==> src/hw/pdp8_word_pkg.sv <==
// word, field and character types plus the instruction word union, imported by all IOT RTL
package pdp8_word_pkg;

    // bit 0 is the msb, as on the real machine
    typedef logic [0:11] word_t;
    typedef logic [0:2]  field_t;
    typedef logic [0:7]  char_t;

    localparam logic [0:2] OP_IOT = 3'o6;

    // generic IOT layout, 6DDP
    typedef struct packed
    {
        logic [0:2] opcode;
        logic [0:5] device;
        logic [0:2] pulse;
    } iot_view_t;

    // memory extension layout, 62FP
    typedef struct packed
    {
        logic [0:2] opcode;
        logic [0:2] group;   // 2 for memory extension
        field_t     field;
        logic [0:2] pulse;
    } mex_view_t;

    // same instruction word, two decodes
    typedef union packed
    {
        iot_view_t iot;
        mex_view_t mex;
    } iot_word_u;

endpackage

==> src/hw/pdp8_iot_pkg.sv <==
// IOT device codes, function codes and pulse bit positions for the device decoders
package pdp8_iot_pkg;

    // device codes, octal as in the handbook
    localparam logic [0:5] DEV_INT = 6'o00;
    localparam logic [0:5] DEV_KBD = 6'o03;
    localparam logic [0:5] DEV_TP  = 6'o04;

    // memory extension occupies devices 20 through 27
    localparam logic [0:2] MEX_GROUP = 3'o2;

    // 62x4 read group, selected by the field bits
    localparam logic [0:2] MEX_RDF = 3'o1;
    localparam logic [0:2] MEX_RIF = 3'o2;
    localparam logic [0:2] MEX_RIB = 3'o3;
    localparam logic [0:2] MEX_RMF = 3'o4;

    // device 00 is decoded on the whole pulse field
    localparam logic [0:2] INT_SKON = 3'o0;
    localparam logic [0:2] INT_ION  = 3'o1;
    localparam logic [0:2] INT_IOF  = 3'o2;
    localparam logic [0:2] INT_RTF  = 3'o5;

    // positions inside the pulse field, msb first
    localparam int PULSE_4 = 0;
    localparam int PULSE_2 = 1;
    localparam int PULSE_1 = 2;

endpackage

==> src/hw/console_iot.sv <==
// console IOT decoder for keyboard (03) and teleprinter (04), parallel character transfer
module console_iot (
    input  logic                     clk,
    input  logic                     rst,
    input  pdp8_word_pkg::iot_word_u instruction,
    input  pdp8_word_pkg::word_t     ac,
    input  logic                     iot_strobe,
    input  logic                     kbd_strobe,
    input  pdp8_word_pkg::char_t     kbd_data,
    input  logic                     tp_done,
    output pdp8_word_pkg::word_t     kbd_bus,
    output logic                     kbd_skip,
    output logic                     kbd_ac_clear,
    output logic                     kbd_flag,
    output logic                     tp_flag,
    output logic                     tp_strobe,
    output pdp8_word_pkg::char_t     tp_data
);
    import pdp8_word_pkg::*;
    import pdp8_iot_pkg::*;

    char_t      kbd_buf;
    logic       is_iot;
    logic       kbd_sel;
    logic       tp_sel;
    logic [0:2] pulse;
    logic       kbd_clear;
    logic       tp_clear;
    logic       tp_load;

    assign is_iot  = (instruction.iot.opcode == OP_IOT);
    assign kbd_sel = is_iot && (instruction.iot.device == DEV_KBD);
    assign tp_sel  = is_iot && (instruction.iot.device == DEV_TP);
    assign pulse   = instruction.iot.pulse;

    // register effects only on the execute cycle
    assign kbd_clear = iot_strobe && kbd_sel && pulse[PULSE_2];  // KCC, KRB
    assign tp_clear  = iot_strobe && tp_sel && pulse[PULSE_2];   // TCF, TLS
    assign tp_load   = iot_strobe && tp_sel && pulse[PULSE_4];   // TPC, TLS

    // one skip line serves both console devices
    assign kbd_skip = (kbd_sel && pulse[PULSE_1] && kbd_flag)
                    || (tp_sel && pulse[PULSE_1] && tp_flag);

    assign kbd_ac_clear = kbd_sel && pulse[PULSE_2];

    // KRS, KRB put the character in bits 4-11
    assign kbd_bus = (kbd_sel && pulse[PULSE_4]) ? {4'b0000, kbd_buf} : '0;

    always_ff @(posedge clk)
    begin
        if (rst)
        begin
            kbd_flag  <= 1'b0;
            tp_flag   <= 1'b0;
            tp_strobe <= 1'b0;
        end
        else
        begin
            // a new character beats a clear in the same cycle
            if (kbd_strobe)
            begin
                kbd_flag <= 1'b1;
            end
            else if (kbd_clear)
            begin
                kbd_flag <= 1'b0;
            end

            // same rule on the printer side
            if (tp_done)
            begin
                tp_flag <= 1'b1;
            end
            else if (tp_clear)
            begin
                tp_flag <= 1'b0;
            end

            tp_strobe <= tp_load;  // one cycle after TPC or TLS
        end
    end

    always_ff @(posedge clk)
    begin
        if (kbd_strobe)
        begin
            kbd_buf <= kbd_data;
        end
        if (tp_load)
        begin
            tp_data <= ac[4:11];  // low byte of ac
        end
    end

endmodule

==> src/hw/ext_mem_iot.sv <==
// memory extension (62) and interrupt control (00) IOT decoder, holds fields and enable state
module ext_mem_iot (
    input  logic                     clk,
    input  logic                     rst,
    input  pdp8_word_pkg::iot_word_u instruction,
    input  pdp8_word_pkg::word_t     ac,
    input  logic                     iot_strobe,
    input  logic                     branch,
    input  logic                     int_taken,
    output pdp8_word_pkg::word_t     mex_bus,
    output logic                     mex_skip,
    output logic                     int_ena,
    output logic                     int_inh,
    output pdp8_word_pkg::field_t    if_field,
    output pdp8_word_pkg::field_t    df_field
);
    import pdp8_word_pkg::*;
    import pdp8_iot_pkg::*;

    field_t     ib_field;
    logic [0:5] save_field;  // if and df at interrupt time
    logic       is_iot;
    logic       int_sel;
    logic       mex_sel;
    logic [0:2] pulse;
    logic       rd_grp;
    logic       cdf;
    logic       cif;
    logic       rmf;
    logic       skon;
    logic       ion;
    logic       iof;
    logic       rtf;

    assign is_iot  = (instruction.iot.opcode == OP_IOT);
    assign int_sel = is_iot && (instruction.iot.device == DEV_INT);
    assign mex_sel = is_iot && (instruction.mex.group == MEX_GROUP);
    assign pulse   = instruction.iot.pulse;

    // 62x4 only, pulses 1 and 2 belong to CDF and CIF
    assign rd_grp = mex_sel && (pulse == 3'b100);

    assign cdf  = mex_sel && pulse[PULSE_1];
    assign cif  = mex_sel && pulse[PULSE_2];
    assign rmf  = rd_grp && (instruction.mex.field == MEX_RMF);
    assign skon = int_sel && (pulse == INT_SKON);
    assign ion  = int_sel && (pulse == INT_ION);
    assign iof  = int_sel && (pulse == INT_IOF);
    assign rtf  = int_sel && (pulse == INT_RTF);

    assign mex_skip = skon && int_ena;

    always_comb
    begin
        mex_bus = '0;
        if (rd_grp)
        begin
            case (instruction.mex.field)
                MEX_RDF: mex_bus[6:8]  = df_field;
                MEX_RIF: mex_bus[6:8]  = if_field;
                MEX_RIB: mex_bus[6:11] = save_field;
                default: mex_bus       = '0;  // RMF reads nothing
            endcase
        end
    end

    always_ff @(posedge clk)
    begin
        if (rst)
        begin
            if_field   <= '0;
            df_field   <= '0;
            ib_field   <= '0;
            save_field <= '0;
            int_ena    <= 1'b0;
            int_inh    <= 1'b0;
        end
        else
        begin
            // JMP or JMS completes a pending CIF
            if (branch)
            begin
                if_field <= ib_field;
                int_inh  <= 1'b0;
            end

            if (iot_strobe)
            begin
                if (cdf)
                begin
                    df_field <= instruction.mex.field;
                end
                if (cif)
                begin
                    ib_field <= instruction.mex.field;
                    int_inh  <= 1'b1;
                end
                if (rmf)
                begin
                    ib_field <= save_field[0:2];
                    df_field <= save_field[3:5];
                    int_inh  <= 1'b1;
                end
                if (ion)
                begin
                    int_ena <= 1'b1;
                end
                if (iof || skon)
                begin
                    int_ena <= 1'b0;
                end
                // RTF reloads buffer and data field from ac 6-11, then enables
                if (rtf)
                begin
                    ib_field <= ac[6:8];
                    df_field <= ac[9:11];
                    int_ena  <= 1'b1;
                    int_inh  <= 1'b1;
                end
            end

            // interrupt forces field 0
            if (int_taken)
            begin
                save_field <= {if_field, df_field};
                if_field   <= '0;
                df_field   <= '0;
                ib_field   <= '0;
                int_ena    <= 1'b0;
            end
        end
    end

endmodule

==> src/hw/iot_mux.sv <==
// merges device answers into the registered IOT reply and forms the interrupt request
module iot_mux (
    input  logic                 clk,
    input  logic                 rst,
    input  logic                 iot_strobe,
    input  pdp8_word_pkg::word_t kbd_bus,
    input  pdp8_word_pkg::word_t mex_bus,
    input  logic                 kbd_skip,
    input  logic                 mex_skip,
    input  logic                 kbd_ac_clear,
    input  logic                 kbd_flag,
    input  logic                 tp_flag,
    input  logic                 int_ena,
    input  logic                 int_inh,
    output pdp8_word_pkg::word_t in_bus,
    output logic                 skip,
    output logic                 ac_clear,
    output logic                 iot_ack,
    output logic                 int_req
);
    import pdp8_word_pkg::*;

    word_t merged_bus;
    logic  merged_skip;

    // devices drive zero when not addressed
    assign merged_bus  = kbd_bus | mex_bus;
    assign merged_skip = kbd_skip | mex_skip;

    always_ff @(posedge clk)
    begin
        if (rst)
        begin
            iot_ack  <= 1'b0;
            in_bus   <= '0;
            skip     <= 1'b0;
            ac_clear <= 1'b0;
        end
        else
        begin
            iot_ack  <= iot_strobe;
            in_bus   <= iot_strobe ? merged_bus : '0;  // zero outside the ack cycle
            skip     <= iot_strobe && merged_skip;
            ac_clear <= iot_strobe && kbd_ac_clear;
        end
    end

    assign int_req = int_ena && !int_inh && (kbd_flag || tp_flag);

endmodule

==> src/hw/iot_unit.sv <==
// IOT subsystem top level, console and memory extension decoders behind the reply mux
module iot_unit (
    input  logic                     clk,
    input  logic                     rst,
    input  pdp8_word_pkg::iot_word_u instruction,
    input  pdp8_word_pkg::word_t     ac,
    input  logic                     iot_strobe,
    input  logic                     branch,
    input  logic                     int_taken,
    input  logic                     kbd_strobe,
    input  pdp8_word_pkg::char_t     kbd_data,
    input  logic                     tp_done,
    output pdp8_word_pkg::word_t     in_bus,
    output logic                     skip,
    output logic                     ac_clear,
    output logic                     iot_ack,
    output logic                     int_req,
    output logic                     tp_strobe,
    output pdp8_word_pkg::char_t     tp_data,
    output pdp8_word_pkg::field_t    if_field,
    output pdp8_word_pkg::field_t    df_field
);
    import pdp8_word_pkg::*;

    word_t kbd_bus;
    word_t mex_bus;
    logic  kbd_skip;
    logic  mex_skip;
    logic  kbd_ac_clear;
    logic  kbd_flag;
    logic  tp_flag;
    logic  int_ena;
    logic  int_inh;

    console_iot u_console (
        .clk          (clk),
        .rst          (rst),
        .instruction  (instruction),
        .ac           (ac),
        .iot_strobe   (iot_strobe),
        .kbd_strobe   (kbd_strobe),
        .kbd_data     (kbd_data),
        .tp_done      (tp_done),
        .kbd_bus      (kbd_bus),
        .kbd_skip     (kbd_skip),
        .kbd_ac_clear (kbd_ac_clear),
        .kbd_flag     (kbd_flag),
        .tp_flag      (tp_flag),
        .tp_strobe    (tp_strobe),
        .tp_data      (tp_data)
    );

    ext_mem_iot u_ext_mem (
        .clk         (clk),
        .rst         (rst),
        .instruction (instruction),
        .ac          (ac),
        .iot_strobe  (iot_strobe),
        .branch      (branch),
        .int_taken   (int_taken),
        .mex_bus     (mex_bus),
        .mex_skip    (mex_skip),
        .int_ena     (int_ena),
        .int_inh     (int_inh),
        .if_field    (if_field),
        .df_field    (df_field)
    );

    iot_mux u_mux (
        .clk          (clk),
        .rst          (rst),
        .iot_strobe   (iot_strobe),
        .kbd_bus      (kbd_bus),
        .mex_bus      (mex_bus),
        .kbd_skip     (kbd_skip),
        .mex_skip     (mex_skip),
        .kbd_ac_clear (kbd_ac_clear),
        .kbd_flag     (kbd_flag),
        .tp_flag      (tp_flag),
        .int_ena      (int_ena),
        .int_inh      (int_inh),
        .in_bus       (in_bus),
        .skip         (skip),
        .ac_clear     (ac_clear),
        .iot_ack      (iot_ack),
        .int_req      (int_req)
    );

endmodule

==> config.mk <==
export PLATFORM = sky130hd
export DESIGN_NAME = iot_unit
export DESIGN_NICKNAME = d
export VERILOG_FILES = /design/src/hw/pdp8_word_pkg.sv /design/src/hw/pdp8_iot_pkg.sv /design/src/hw/console_iot.sv /design/src/hw/ext_mem_iot.sv /design/src/hw/iot_mux.sv /design/src/hw/iot_unit.sv
export SDC_FILE = /design/constraint.sdc
export NUM_CORES = 1
export LEC_CHECK = 0
export BUFFER_PORTS_ARGS = -buffer_cell sky130_fd_sc_hd__buf_4
export CAP_MARGIN = 25
export CORE_MARGIN = 8
export CORE_UTILIZATION = 55
export DETAILED_ROUTE_END_ITERATION = 12
export GPL_ROUTABILITY_DRIVEN = 1
export PLACE_DENSITY_LB_ADDON = 0.1
export SLEW_MARGIN = 20
export SYNTH_ARGS = -nofsm -noshare
export SYNTH_HDL_FRONTEND = slang
export SYNTH_HIERARCHICAL = 1
export SYNTH_SLANG_ARGS = --single-unit
==> constraint.sdc <==
create_clock -name clk -period 2.35 [get_ports clk]
set_input_delay 0.1175 -clock clk [delete_from_list [all_inputs] [get_ports clk]]
set_output_delay 0.1175 -clock clk [all_outputs]
set_load 0.05 [all_outputs]
==> results of run 1 <==
timing repair:
item / CTS / global route
buffers inserted: 0 / 0
hold buffers: 12 / 1
endpoints found under the hold margin: 12 / 1
cell usage after synthesis (2+ instances only):
cell type	number
nor2_1	50
dfxtp_1	35
edfxtp_1	16
and2_1	11
buf_4	11
mux2i_1	9
nand2_1	7
a22oi_1	5
inv_1	5
a21oi_1	4
and3_1	4
nand4_1	4
a31oi_1	3
and3b_1	3
and4b_1	3
buf_2	3
buf_6	3
mux2_2	3
nor2b_1	3
a21o_1	2
a21o_2	2
a22o_1	2
a311o_1	2
a311oi_1	2
clkbuf_1	2
conb_1	2
nand3_1	2
nor3b_1	2
nor4b_4	2
nor4bb_1	2
o2111a_1	2
o22ai_1	2
o32ai_1	2
power by group through the flow:
stage	Combinational, W	Sequential (W)	Clock, W
after floorplan	0.0000820	0.000974	0
after global routing	0.000204	0.000935	0.000624
after detailed placement	0.000173	0.000953	0
final	0.000191	0.000933	0.000573
after CTS	0.000189	0.000933	0.000585
after global placement	0.000171	0.000953	0
sequential cells by signal, indices dropped and copies added, names as in the netlist, 3 cells and up:
signal and cells:
u_console/kbd_buf 8, u_console/tp_data 8, u_ext_mem/df_field 3, u_ext_mem/ib_field 3, u_ext_mem/if_field 3, u_ext_mem/save_field 6, u_mux/in_bus 12
through the flow:
stage	hold slack, ns	worst slack [ns]	total power, W	instance area (um2)
after floorplan	0.1896	0.7113	0.001056	2400
after global placement	0.2956	0.7770	0.001123	2814
after detailed placement	0.2982	0.7611	0.001126	2814
after CTS	0.002122	1.043	0.001706	3043
after global routing	0.001368	0.9683	0.001763	3053
final	0.008262	1.052	0.001696	3053
per-layer routing:
layer | part of all wire (%) | vias up | GRT usage (%) | wire length (um)
met1 | 44 | 902 | 21.25 | 2386
met5 | 0 | - | 0 | 0
met4 | 1.3 | 0 | 6.667 | 72
met2 | 46 | 75 | 26.57 | 2526
met3 | 9.0 | 7 | 4.158 | 492
li1 | - | 953 | - | -
logic make-up after synthesis:
| family | Yosys count |
|---|---|
| compound gates | 33 |
| other cells | 2 |
| flops | 51 |
| buf+inv | 24 |
| mux | 12 |
| simple gates | 107 |
cell type report:
class	instances	share of cell area [%]
sequential	51	38.69
multi-input combinational	162	34.75
timing repair buffer	78	20.25
clock buffer	6	3.074
tap	52	2.131
inverter	5	0.6148
clock inverter	2	0.4918
cell usage in the layout, fill, tap and decap left out, drive strengths merged, types with 2 or more instances in the layout:
master,instances
buf,65
nor2,50
dfxtp,35
edfxtp,16
dlygate4sd3,13
and2,12
conb,10
mux2i,9
nand2,7
inv,7
clkbuf,6
a22oi,5
and3,5
nand4,4
a21oi,4
a21o,4
and3b,3
and4b,3
nor2b,3
mux2,3
a31oi,3
nor3b,3
nor4b,3
nand3,3
o32ai,3
a22o,2
a311oi,2
nor4bb,2
a311o,2
o2111a,2
o22ai,2
and4bb,2
worst max-delay path, cell delays in order:
cell and delay, ns:
buf_4 0.17, nor4b_4 0.42, nand3_2 0.12, a311o_1 0.40, o32ai_2 0.28
worst min path at each step:
stage / from / cells past startpoint / end / slack [ns]
2_1_floorplan: rst / 1 / u_console/tp_flag$_SDFFE_PP0P_ / 0.19
3_3_place_gp: kbd_data[6] / 1 / u_console/kbd_buf[6]$_DFFE_PP_ / 0.30
3_5_place_dp: kbd_data[2] / 1 / u_console/kbd_buf[2]$_DFFE_PP_ / 0.30
4_1_cts: ac[1] / 1 / u_console/tp_data[1]$_DFFE_PP_ / 0.002
5_1_grt: ac[1] / 1 / u_console/tp_data[1]$_DFFE_PP_ / 0.001
6_report: ac[1] / 1 / u_console/tp_data[1]$_DFFE_PP_ / 0.008
==> summary.md, run 1 <==
| Metric | Value |
|---|---|
| Sw power | 0.0004021 W |
| Clock Pin Slew Worst Setup and Hold Paths | 0.09 ns |
| Num CTS Buffers | 5 |
| Core Util, Final | 71.60% |
| Number of fill cells in the layout | 331 |
| Critical path class | in -> reg |
| Reg-to-Reg End | u_ext_mem/df_field[1]$_SDFFE_PP0P_ |
| Adder-cell share of the synthesized area | 0% |
| Rows | 24 |
| Internal | 0.001294 W |
| CORE AREA | 4264 um2 |
| Max Fanout on Critical Path | 13 |
| Yosys top cell by area | dfxtp_1 |
| Final TNS setup | 0 ns |
| Setup crit start kind | input pin |
| GR Overflow Total | 0 |
| Avg Cell Area, Syn | 10.35 um2 |
| Die X | 81.64 um |
| Post-CTS Resized | 0 |
| Largest family of logic cells by synthesized area | simple AND/OR/NAND/NOR gates |
| Pwr per Cell Area | 555.7 nW/um2 |
| Router iterations before antenna repair | 5 |
| DR iter-0 viols | 110 |
| Reg2reg path depth | 4 |
| Final net count | 342 |
| Final min period | 1.298 ns |
| Die Height | 81.64 um |
| H-tree levels | 2 |
| Yosys cell types | 52 |
| I/O pins | 70 |
| First-pass GRT wire length | 8680 um |
| Final cell count without fillers | 356 |
| Fmax | 770.5 MHz |
| Post-synth EDFFs | 16 |
| Crit path DAT | 1.51 ns |
| Post-Synth XOR/XNOR Area | 0% |
| P&R area growth vs syn | 28.83% |
| Setup Skew | 0.005283 ns |
| Top-area cell type share of the netlist area | 29.57% |
| N_diodes | 0 |
| Worst-Skew Late Latency | 0.30 ns |
| Post-Place Cells | 335 |
| CP Capture Type | flip-flop |
| Switching portion of total power | 23.70% |
| Period utilization | 55.23% |
| Seq/Total Area, Yosys | 49.84% |
| Initial antenna violation count | 0 |
| HP Class | in -> reg |
| Asr flop ratio synth | 0% |
| Worst setup path start | instruction[3] |
| CTS tree | built |
| Maximum vdd drop | 0.3373 mV |
| FF-to-FF setup slack | 1.22 ns |
| Pins Over Slew Limit | 0 |
| # setup viols final | 0 |
| Multi-input logic area | 1061 um2 |
| Simple-gate area share of the yosys netlist | 26.93% |
| GR Util All Layers | 16.68% |
| Final wirelength | 5477 um |
| Vias in the first global route | 1,856 |
| DR vias/cell | 5.441 |
| Pleak | 1.335 nW |
| Post-synthesis mux area share | 5.227% |
| Largest net degree at the start of global routing | 18 |
| RSZ-0062 raised after global routing | false |
| Setup crit end | u_ext_mem/df_field[0]$_SDFFE_PP0P_ |
| Synth Instances | 229 |
| CP Data Required Time | 2.57 ns |
| Via count of the routed design | 1,937 |
| GPL Wtd Cong | 0.8523 |
| Starting Density | 55.58% |
| Post-DR wirelength/cell | 15.38 um |
| Mapped Area | 2370 um2 |
| Synth Area in Compound Gates | 11.03% |
| Drt drc | 0 |
| Reg power frac | 55.0% |
| Max cap viols | 0 |
| Worst R2R Start | u_ext_mem/save_field[4]$_SDFFE_PP0P_ |
| Final Hold Fails | 0 |
| Top cells by area, synth | dfxtp_1, edfxtp_1, nor2_1 |
| Synth warnings | 6 |
| FF/Latch Area | 1181 um2 |
| Port-buffer cells | 65 |
| Primary FF master, synth | dfxtp_1 |
| Status | finished, final reports clean |
| Share of cells above drive strength 1 | 29.61% |
| Detailed placement HPWL | 4122 um |
| Root Driver | clkbuf_8 |
| ANT nets after route | 0 |
| Clock power frac | 33.8% |
| Yosys reg bits | 51 |
| Die footprint | 6665 um2 |
| Clock Tree Buf Depth | 2 |
| CTS Sinks | 51 |
| Power share of the combinational group | 11.2% |
Note: power is estimated with default switching activity, not from simulation.
==> inputs of run 2 (changes only) <==
- ABC_AREA: default -> 1
- CORE_UTILIZATION: 55 -> 46
- clock period: 2.35 -> 1.1 ns (I/O delays scaled with it)
==> run 2 against run 1 <==
Hold slack better by 0.014 ns. Worst setup slack worse by 1.0 ns. Critical path depth down 1. Routed wire length up 7.9%. Area after synthesis up 0.16%. Cell area up 12%. Non-clock buffer count up 37. Final cell count up 29%. Synthesized cell count up 18%. Critical endpoint is now int_req. Largest cell class unchanged.
==> summary.md, run 2 <==
| Metric | Value |
|---|---|
| CP Capture Type | primary output |
| Dpl ws | -0.1362 ns |
| Hold depth | 2 |
| Largest register by flop count | u_mux/in_bus |
| Hold path endpoint | u_ext_mem/save_field[0]$_SDFFE_PP0P_ |
| Core Util, Final | 67.97% |
| Asr flop ratio synth | 0% |
| Avg Cell Area, Syn | 8.758 um2 |
| GR Util All Layers | 15.33% |
| Commonest non-fill, non-tap cell in the layout | buf_4 |
| Number of fill cells in the layout | 449 |
| Setup crit start kind | flip-flop |
| CORE AREA | 5042 um2 |
| RSZ-0062 raised after global routing | true |
| Largest family of logic cells by synthesized area | simple AND/OR/NAND/NOR gates |
| Crit path DAT | 1.01 ns |
| Initial antenna violation count | 0 |
| Fmax | 939.8 MHz |
| Most frequent cells after synthesis | nor2_1, dfxtp_1, inv_1, a21oi_1, nand2_1 |
| Synth Area in Compound Gates | 8.171% |
| Yosys reg bits | 51 |
| FF-to-FF setup slack | 0.06 ns |
| Clock Tree Buf Depth | 2 |
| Router iterations before antenna repair | 5 |
| Final net count | 427 |
| P&R area growth vs syn | 44.39% |
| First-pass GRT wire length | 9266 um |
| DR iter-0 viols | 138 |
| Pleak | 1.547 nW |
| ANT nets after route | 0 |
| Final TNS setup | 0 ns |
| Die X | 87.83 um |
| Crit path max-delay cell type | dfxtp_1 |
| Reg2reg path depth | 6 |
| Setup Buffers After CTS | 0 |
| Via count of the routed design | 2,115 |
| Pwr per Cell Area | 1051 nW/um2 |
| Largest registers | u_mux/in_bus: 12 flops, u_console/kbd_buf: 8 flops, u_console/tp_data: 8 flops |
| H-tree levels | 2 |
| Synth Instances | 271 |
| Detailed placement HPWL | 4610 um |
| Worst-Skew Late Latency | 0.29 ns |
| Yosys top cell by area | dfxtp_1 |
| Die Height | 87.83 um |
| Post-DR wirelength/cell | 12.87 um |
| Post-Synth XOR/XNOR Area | 0% |
| Seq/Total Area, Yosys | 49.76% |
| HP Start | int_taken |
| Maximum vdd drop | 0.8805 mV |
| Port-buffer cells | 65 |
| Vias in the first global route | 2,027 |
| Reg-to-Reg End | u_mux/in_bus[3]$_SDFF_PP0_ |
| Primary FF master, synth | dfxtp_1 |
| CTS tree | built |
| Most frequent cells in the layout | buf_4, nor2_1, inv_1, dfxtp_1, a21oi_1 |
| Yosys cell types | 28 |
| Final instance area | 3427 um2 |
| Top-area cell type share of the netlist area | 29.52% |
| Simple-gate area share of the yosys netlist | 31.63% |
| Post-synthesis mux area share | 0% |
| Synth warnings | 6 |
| Max cap viols | 0 |
| Final wirelength | 5908 um |
| Critical path class | reg -> out |
| CP max stage delay | 0.32 ns |
| CP Data Required Time | 1.04 ns |
| Pwr Total | 0.003603 W |
| Clock Pin Slew Worst Setup and Hold Paths | 0.09 ns |
| Largest net degree at the start of global routing | 17 |
| Share of cells above drive strength 1 | 39.33% |
| Period utilization | 96.73% |
| Starting Density | 47.07% |
| Root Driver | clkbuf_8 |
| Die footprint | 7714 um2 |
| Num CTS Buffers | 5 |
| Largest register FFs | 12 |
| Mapped Area | 2374 um2 |
| DR vias/cell | 4.608 |
| Cell chain of the critical path | inv_1 -> nand2_1 -> nor2_1 -> buf_6 |
| DP Area | 3149 um2 |
| Rows | 26 |
| Setup Skew | 0.006869 ns |
| Max Fanout on Critical Path | 2 |
| Final Hold Fails | 0 |
| GPL Wtd Cong | 0.8686 |
| Status | finished, final reports clean |
| Adder-cell share of the synthesized area | 0% |
| CTS Sinks | 51 |
| # setup viols final | 0 |
| Pins Over Slew Limit | 0 |
| Final min period | 1.064 ns |
| Top cells by area, synth | dfxtp_1, edfxtp_1, nor2_1 |
| Drt drc | 0 |
| N_diodes | 0 |
| Worst Slack Setup Final | 0.03592 ns |
| HP Class | in -> reg |
| Most frequent cell after synthesis | nor2_1 |
| Post-synth EDFFs | 16 |
| GR Overflow Total | 0 |
| I/O pins | 70 |
| Worst R2R Start | u_ext_mem/if_field[0]$_SDFFE_PP0P_ |
run 2: cell count changes in the layout (fill, tap and decap cells not counted), moves of 11 or more:
cell     before  now
nand3_1       2   14
a21oi_1       4   19
buf_4        65   94
and2_1       11    0
inv_1         5   30
nand2_1       7   18
nor2_2        0   13
run 2: worst max-delay path by stage:
stage	cells past startpoint	start	to
final	4	u_ext_mem/int_inh$_SDFF_PP0_	int_req
after global routing	3	u_console/tp_flag$_SDFFE_PP0P_	int_req
after CTS	3	u_console/tp_flag$_SDFFE_PP0P_	int_req
after detailed placement	8	instruction[9]	u_mux/in_bus[1]$_SDFF_PP0_
after global placement	8	instruction[9]	u_mux/in_bus[1]$_SDFF_PP0_
after floorplan	2	u_console/tp_flag$_SDFFE_PP0P_	int_req
run 2: metrics by stage:
step | std cells | hold WS, ns
after global placement | 433 | 0.2334
final | 459 | 0.02273
after floorplan | 279 | 0.1241
after CTS | 459 | 0.01503
after global routing | 459 | 0.02520
after detailed placement | 433 | 0.2345
run 2: area by class of cell:
type	instances	area [um2]	share of cell area (%)
sequential	51	1187	34.65
multi-input combinational	178	987.2	28.81
timing repair buffer	115	937.1	27.35
inverter	37	138.9	4.053
tap	70	87.58	2.556
clock buffer	5	68.82	2.008
clock inverter	3	20.02	0.5842
run 2: power breakdown:
part / internal, W / switching, W / leakage [nW]
clock: 0.000444 / 0.000602 / 0.0418
combinational: 0.000250 / 0.000285 / 1.07
sequential: 0.00200 / 0.0000247 / 0.437
run 2: worst max-delay path, delay by kind of cell (launching register included):
kind                   cells  cell delay [ns]
buffers and inverters      2             0.22
AND/OR/NAND/NOR            2             0.17
flip-flops                 1             0.32
run 2: cells by family after synthesis:
kind of cell,count (synthesis)
compound gates,37
buf+inv,50
flops,51
other cells,2
simple gates,131
run 2: repair_timing:
item | in CTS | in global routing
endpoints found under the setup margin | 0 | 2
resized for setup | 0 | 4
hold endpoints to repair | 21 | 0
hold buffers | 18 | 0
run 2: routing by layer:
metal  global-route usage, %  up-vias  wire [um]
met5                       0        -          0
met4                   2.969        0         27
met3                   4.503        2        376
met2                   26.40       56       2924
li1                        -     1099          -
met1                   18.40      958       2580
==> inputs of run 3 (changes only) <==
- ABC_AREA: 1 -> default
- REMOVE_ABC_BUFFERS: default -> 1
==> run 3 against run 2 <==
The run now ends with negative setup slack left. Global-route usage up 1.2 points. Largest cell class unchanged. Via count hardly changed. First-iteration DRC count shrank 5.1%. Critical endpoint is now u_ext_mem/df_field[1]$_SDFFE_PP0P_. Hold slack gained 0.015 ns. Die area fell by 0.13%. Fmax down 7.7%. Clock-buffer cell count unchanged. Largest power group unchanged. Power fell by 1.2%. Critical path depth is the same. Sequential share of layout area down 1.1 points. Critical path type is now reg -> reg.
==> summary.md, run 3 (synthesis gave the netlist of run 1 again) <==
| Metric | Value |
|---|---|
| FF/Latch Area | 1191 um2 |
| Dpl ws | -0.3269 ns |
| Fmax | 867.2 MHz |
| P&R area growth vs syn | 49.79% |
| GR Util All Layers | 16.54% |
| Vias in the first global route | 2,134 |
| Sw power | 0.0008586 W |
| Clock power frac | 29.2% |
| CORE AREA | 5042 um2 |
| DR iter-0 viols | 131 |
| Root Driver | clkbuf_8 |
| Final net count | 391 |
| Worst Slack Setup Final | -0.05311 ns |
| Pwr Total | 0.003558 W |
| Reg power frac | 56.1% |
| Starting Density | 47.00% |
| Largest register by flop count | u_mux/in_bus |
| First-pass GRT wire length | 9922 um |
| Commonest non-fill, non-tap cell in the layout | buf_4 |
| Period utilization | 104.8% |
| CTS Sinks | 51 |
| Internal | 0.002700 W |
| Die footprint | 7704 um2 |
| Status | complete, but fails checks |
| Largest registers | u_mux/in_bus: 12 flops, u_console/kbd_buf: 8 flops, u_console/tp_data: 8 flops |
| GR Overflow Total | 0 |
| Router iterations before antenna repair | 4 |
| Drt drc | 0 |
| Final Hold Fails | 0 |
| Failing checks | negative setup slack |
| Crit path max-delay cell type | dfxtp_2 |
| ANT nets after route | 0 |
| Rows | 26 |
| Maximum vdd drop | 0.6166 mV |
| RSZ-0062 raised after global routing | true |
| Die X | 87.78 um |
| Worst-Skew Late Latency | 0.30 ns |
| Initial antenna violation count | 0 |
| Final min period | 1.153 ns |
| Post-DR wirelength/cell | 15.12 um |
| Final cell count without fillers | 424 |
| CP max stage delay | 0.34 ns |
| Crit path DAT | 1.32 ns |
| Cell chain of the critical path | and4b_1 -> o2111a_1 -> o22ai_2 -> o22ai_1 |
| # setup viols final | 3 |
| Multi-input logic area | 1142 um2 |
| Share of cells above drive strength 1 | 44.48% |
| Hold slack | 0.03731 ns |
| Critical path class | reg -> reg |
| DR vias/cell | 4.983 |
| Power share of the combinational group | 14.7% |
| Switching portion of total power | 24.13% |
| Final wirelength | 6410 um |
| Port-buffer cells | 65 |
| Most frequent cells in the layout | buf_4, nor2_1, dfxtp_1, dlygate4sd3_1, edfxtp_1 |
| Via count of the routed design | 2,113 |
| Largest net degree at the start of global routing | 17 |
| Pwr per Cell Area | 1002 nW/um2 |
| Pins Over Slew Limit | 0 |
| Setup crit start kind | flip-flop |
| I/O pins | 70 |
| Max Fanout on Critical Path | 2 |
| Detailed placement HPWL | 4695 um |
| Core Util, Final | 70.40% |
| Clock Pin Slew Worst Setup and Hold Paths | 0.09 ns |
| CP Capture Type | flip-flop |
| H-tree levels | 2 |
| Num CTS Buffers | 5 |
| Clock Tree Buf Depth | 2 |
| Largest register FFs | 12 |
| Number of fill cells in the layout | 401 |
| Post-Place Cells | 392 |
| Pleak | 1.591 nW |
| Max cap viols | 0 |
| HP Class | in -> reg |
| CP Data Required Time | 1.27 ns |
| Die Height | 87.78 um |
| Setup Skew | 0.007744 ns |
| CTS tree | built |
| GPL Wtd Cong | 0.8349 |
==> run 3: repair_timing <==
item,4_1_cts,5_1_grt
pin swaps,4,16
endpoints found under the setup margin,5,13
hold endpoints to repair,16,0
setup buffers,4,3
hold buffers,16,0
resized for setup,8,26
==> run 3: power groups by stage <==
stage                     Combinational (W)  Sequential, W  Clock (W)
after global placement             0.000438        0.00203          0
after global routing               0.000557        0.00200    0.00115
after CTS                          0.000494        0.00199    0.00107
final                              0.000522        0.00200    0.00104
after detailed placement           0.000439        0.00204          0
after floorplan                    0.000111        0.00208          0
==> run 3: area by class of cell <==
class,count,share of cell area (%)
antenna,1,0.07050
clock buffer,5,1.939
clock inverter,3,0.5287
inverter,5,0.5287
multi-input combinational,162,32.18
sequential,51,33.56
tap,70,2.467
timing repair buffer,127,28.73
==> run 3: path summary, 6_finish.rpt <==
check	startpoint	endpoint	slack, ns	depth (start not counted)
max	u_ext_mem/save_field[4]$_SDFFE_PP0P_	u_ext_mem/df_field[1]$_SDFFE_PP0P_	-0.05	4
max reg2reg	u_ext_mem/save_field[4]$_SDFFE_PP0P_	u_ext_mem/df_field[1]$_SDFFE_PP0P_	-0.05	4
min reg2reg	u_ext_mem/ib_field[0]$_SDFFE_PP0P_	u_ext_mem/ib_field[0]$_SDFFE_PP0P_	0.48	2
min	tp_done	u_console/tp_flag$_SDFFE_PP0P_	0.04	3
==> run 3: routing by layer <==
layer  vias to the layer above  GRT usage (%)  share of wire (%)
met3                        10          2.439                5.6
met2                        67          28.25                 51
li1                       1048              -                  -
met1                       988          20.16                 42
met4                         0          6.875                1.7
met5                         -              0                  0
==> run 3: metrics by stage <==
step | area [um2] | setup TNS (ns)
global placement | 3129 | -4.684
finish | 3550 | -0.1185
CTS | 3433 | -0.08902
global route | 3547 | -0.3141
floorplan | 2261 | -1.204
detailed placement | 3129 | -5.040
==> run 3: critical path, delay by kind of cell, from the launching register on <==
kind | cells | cell delay (ns)
AOI/OAI and AO/OA | 3 | 0.51
DFF | 1 | 0.34
and+or+nand+nor | 1 | 0.18
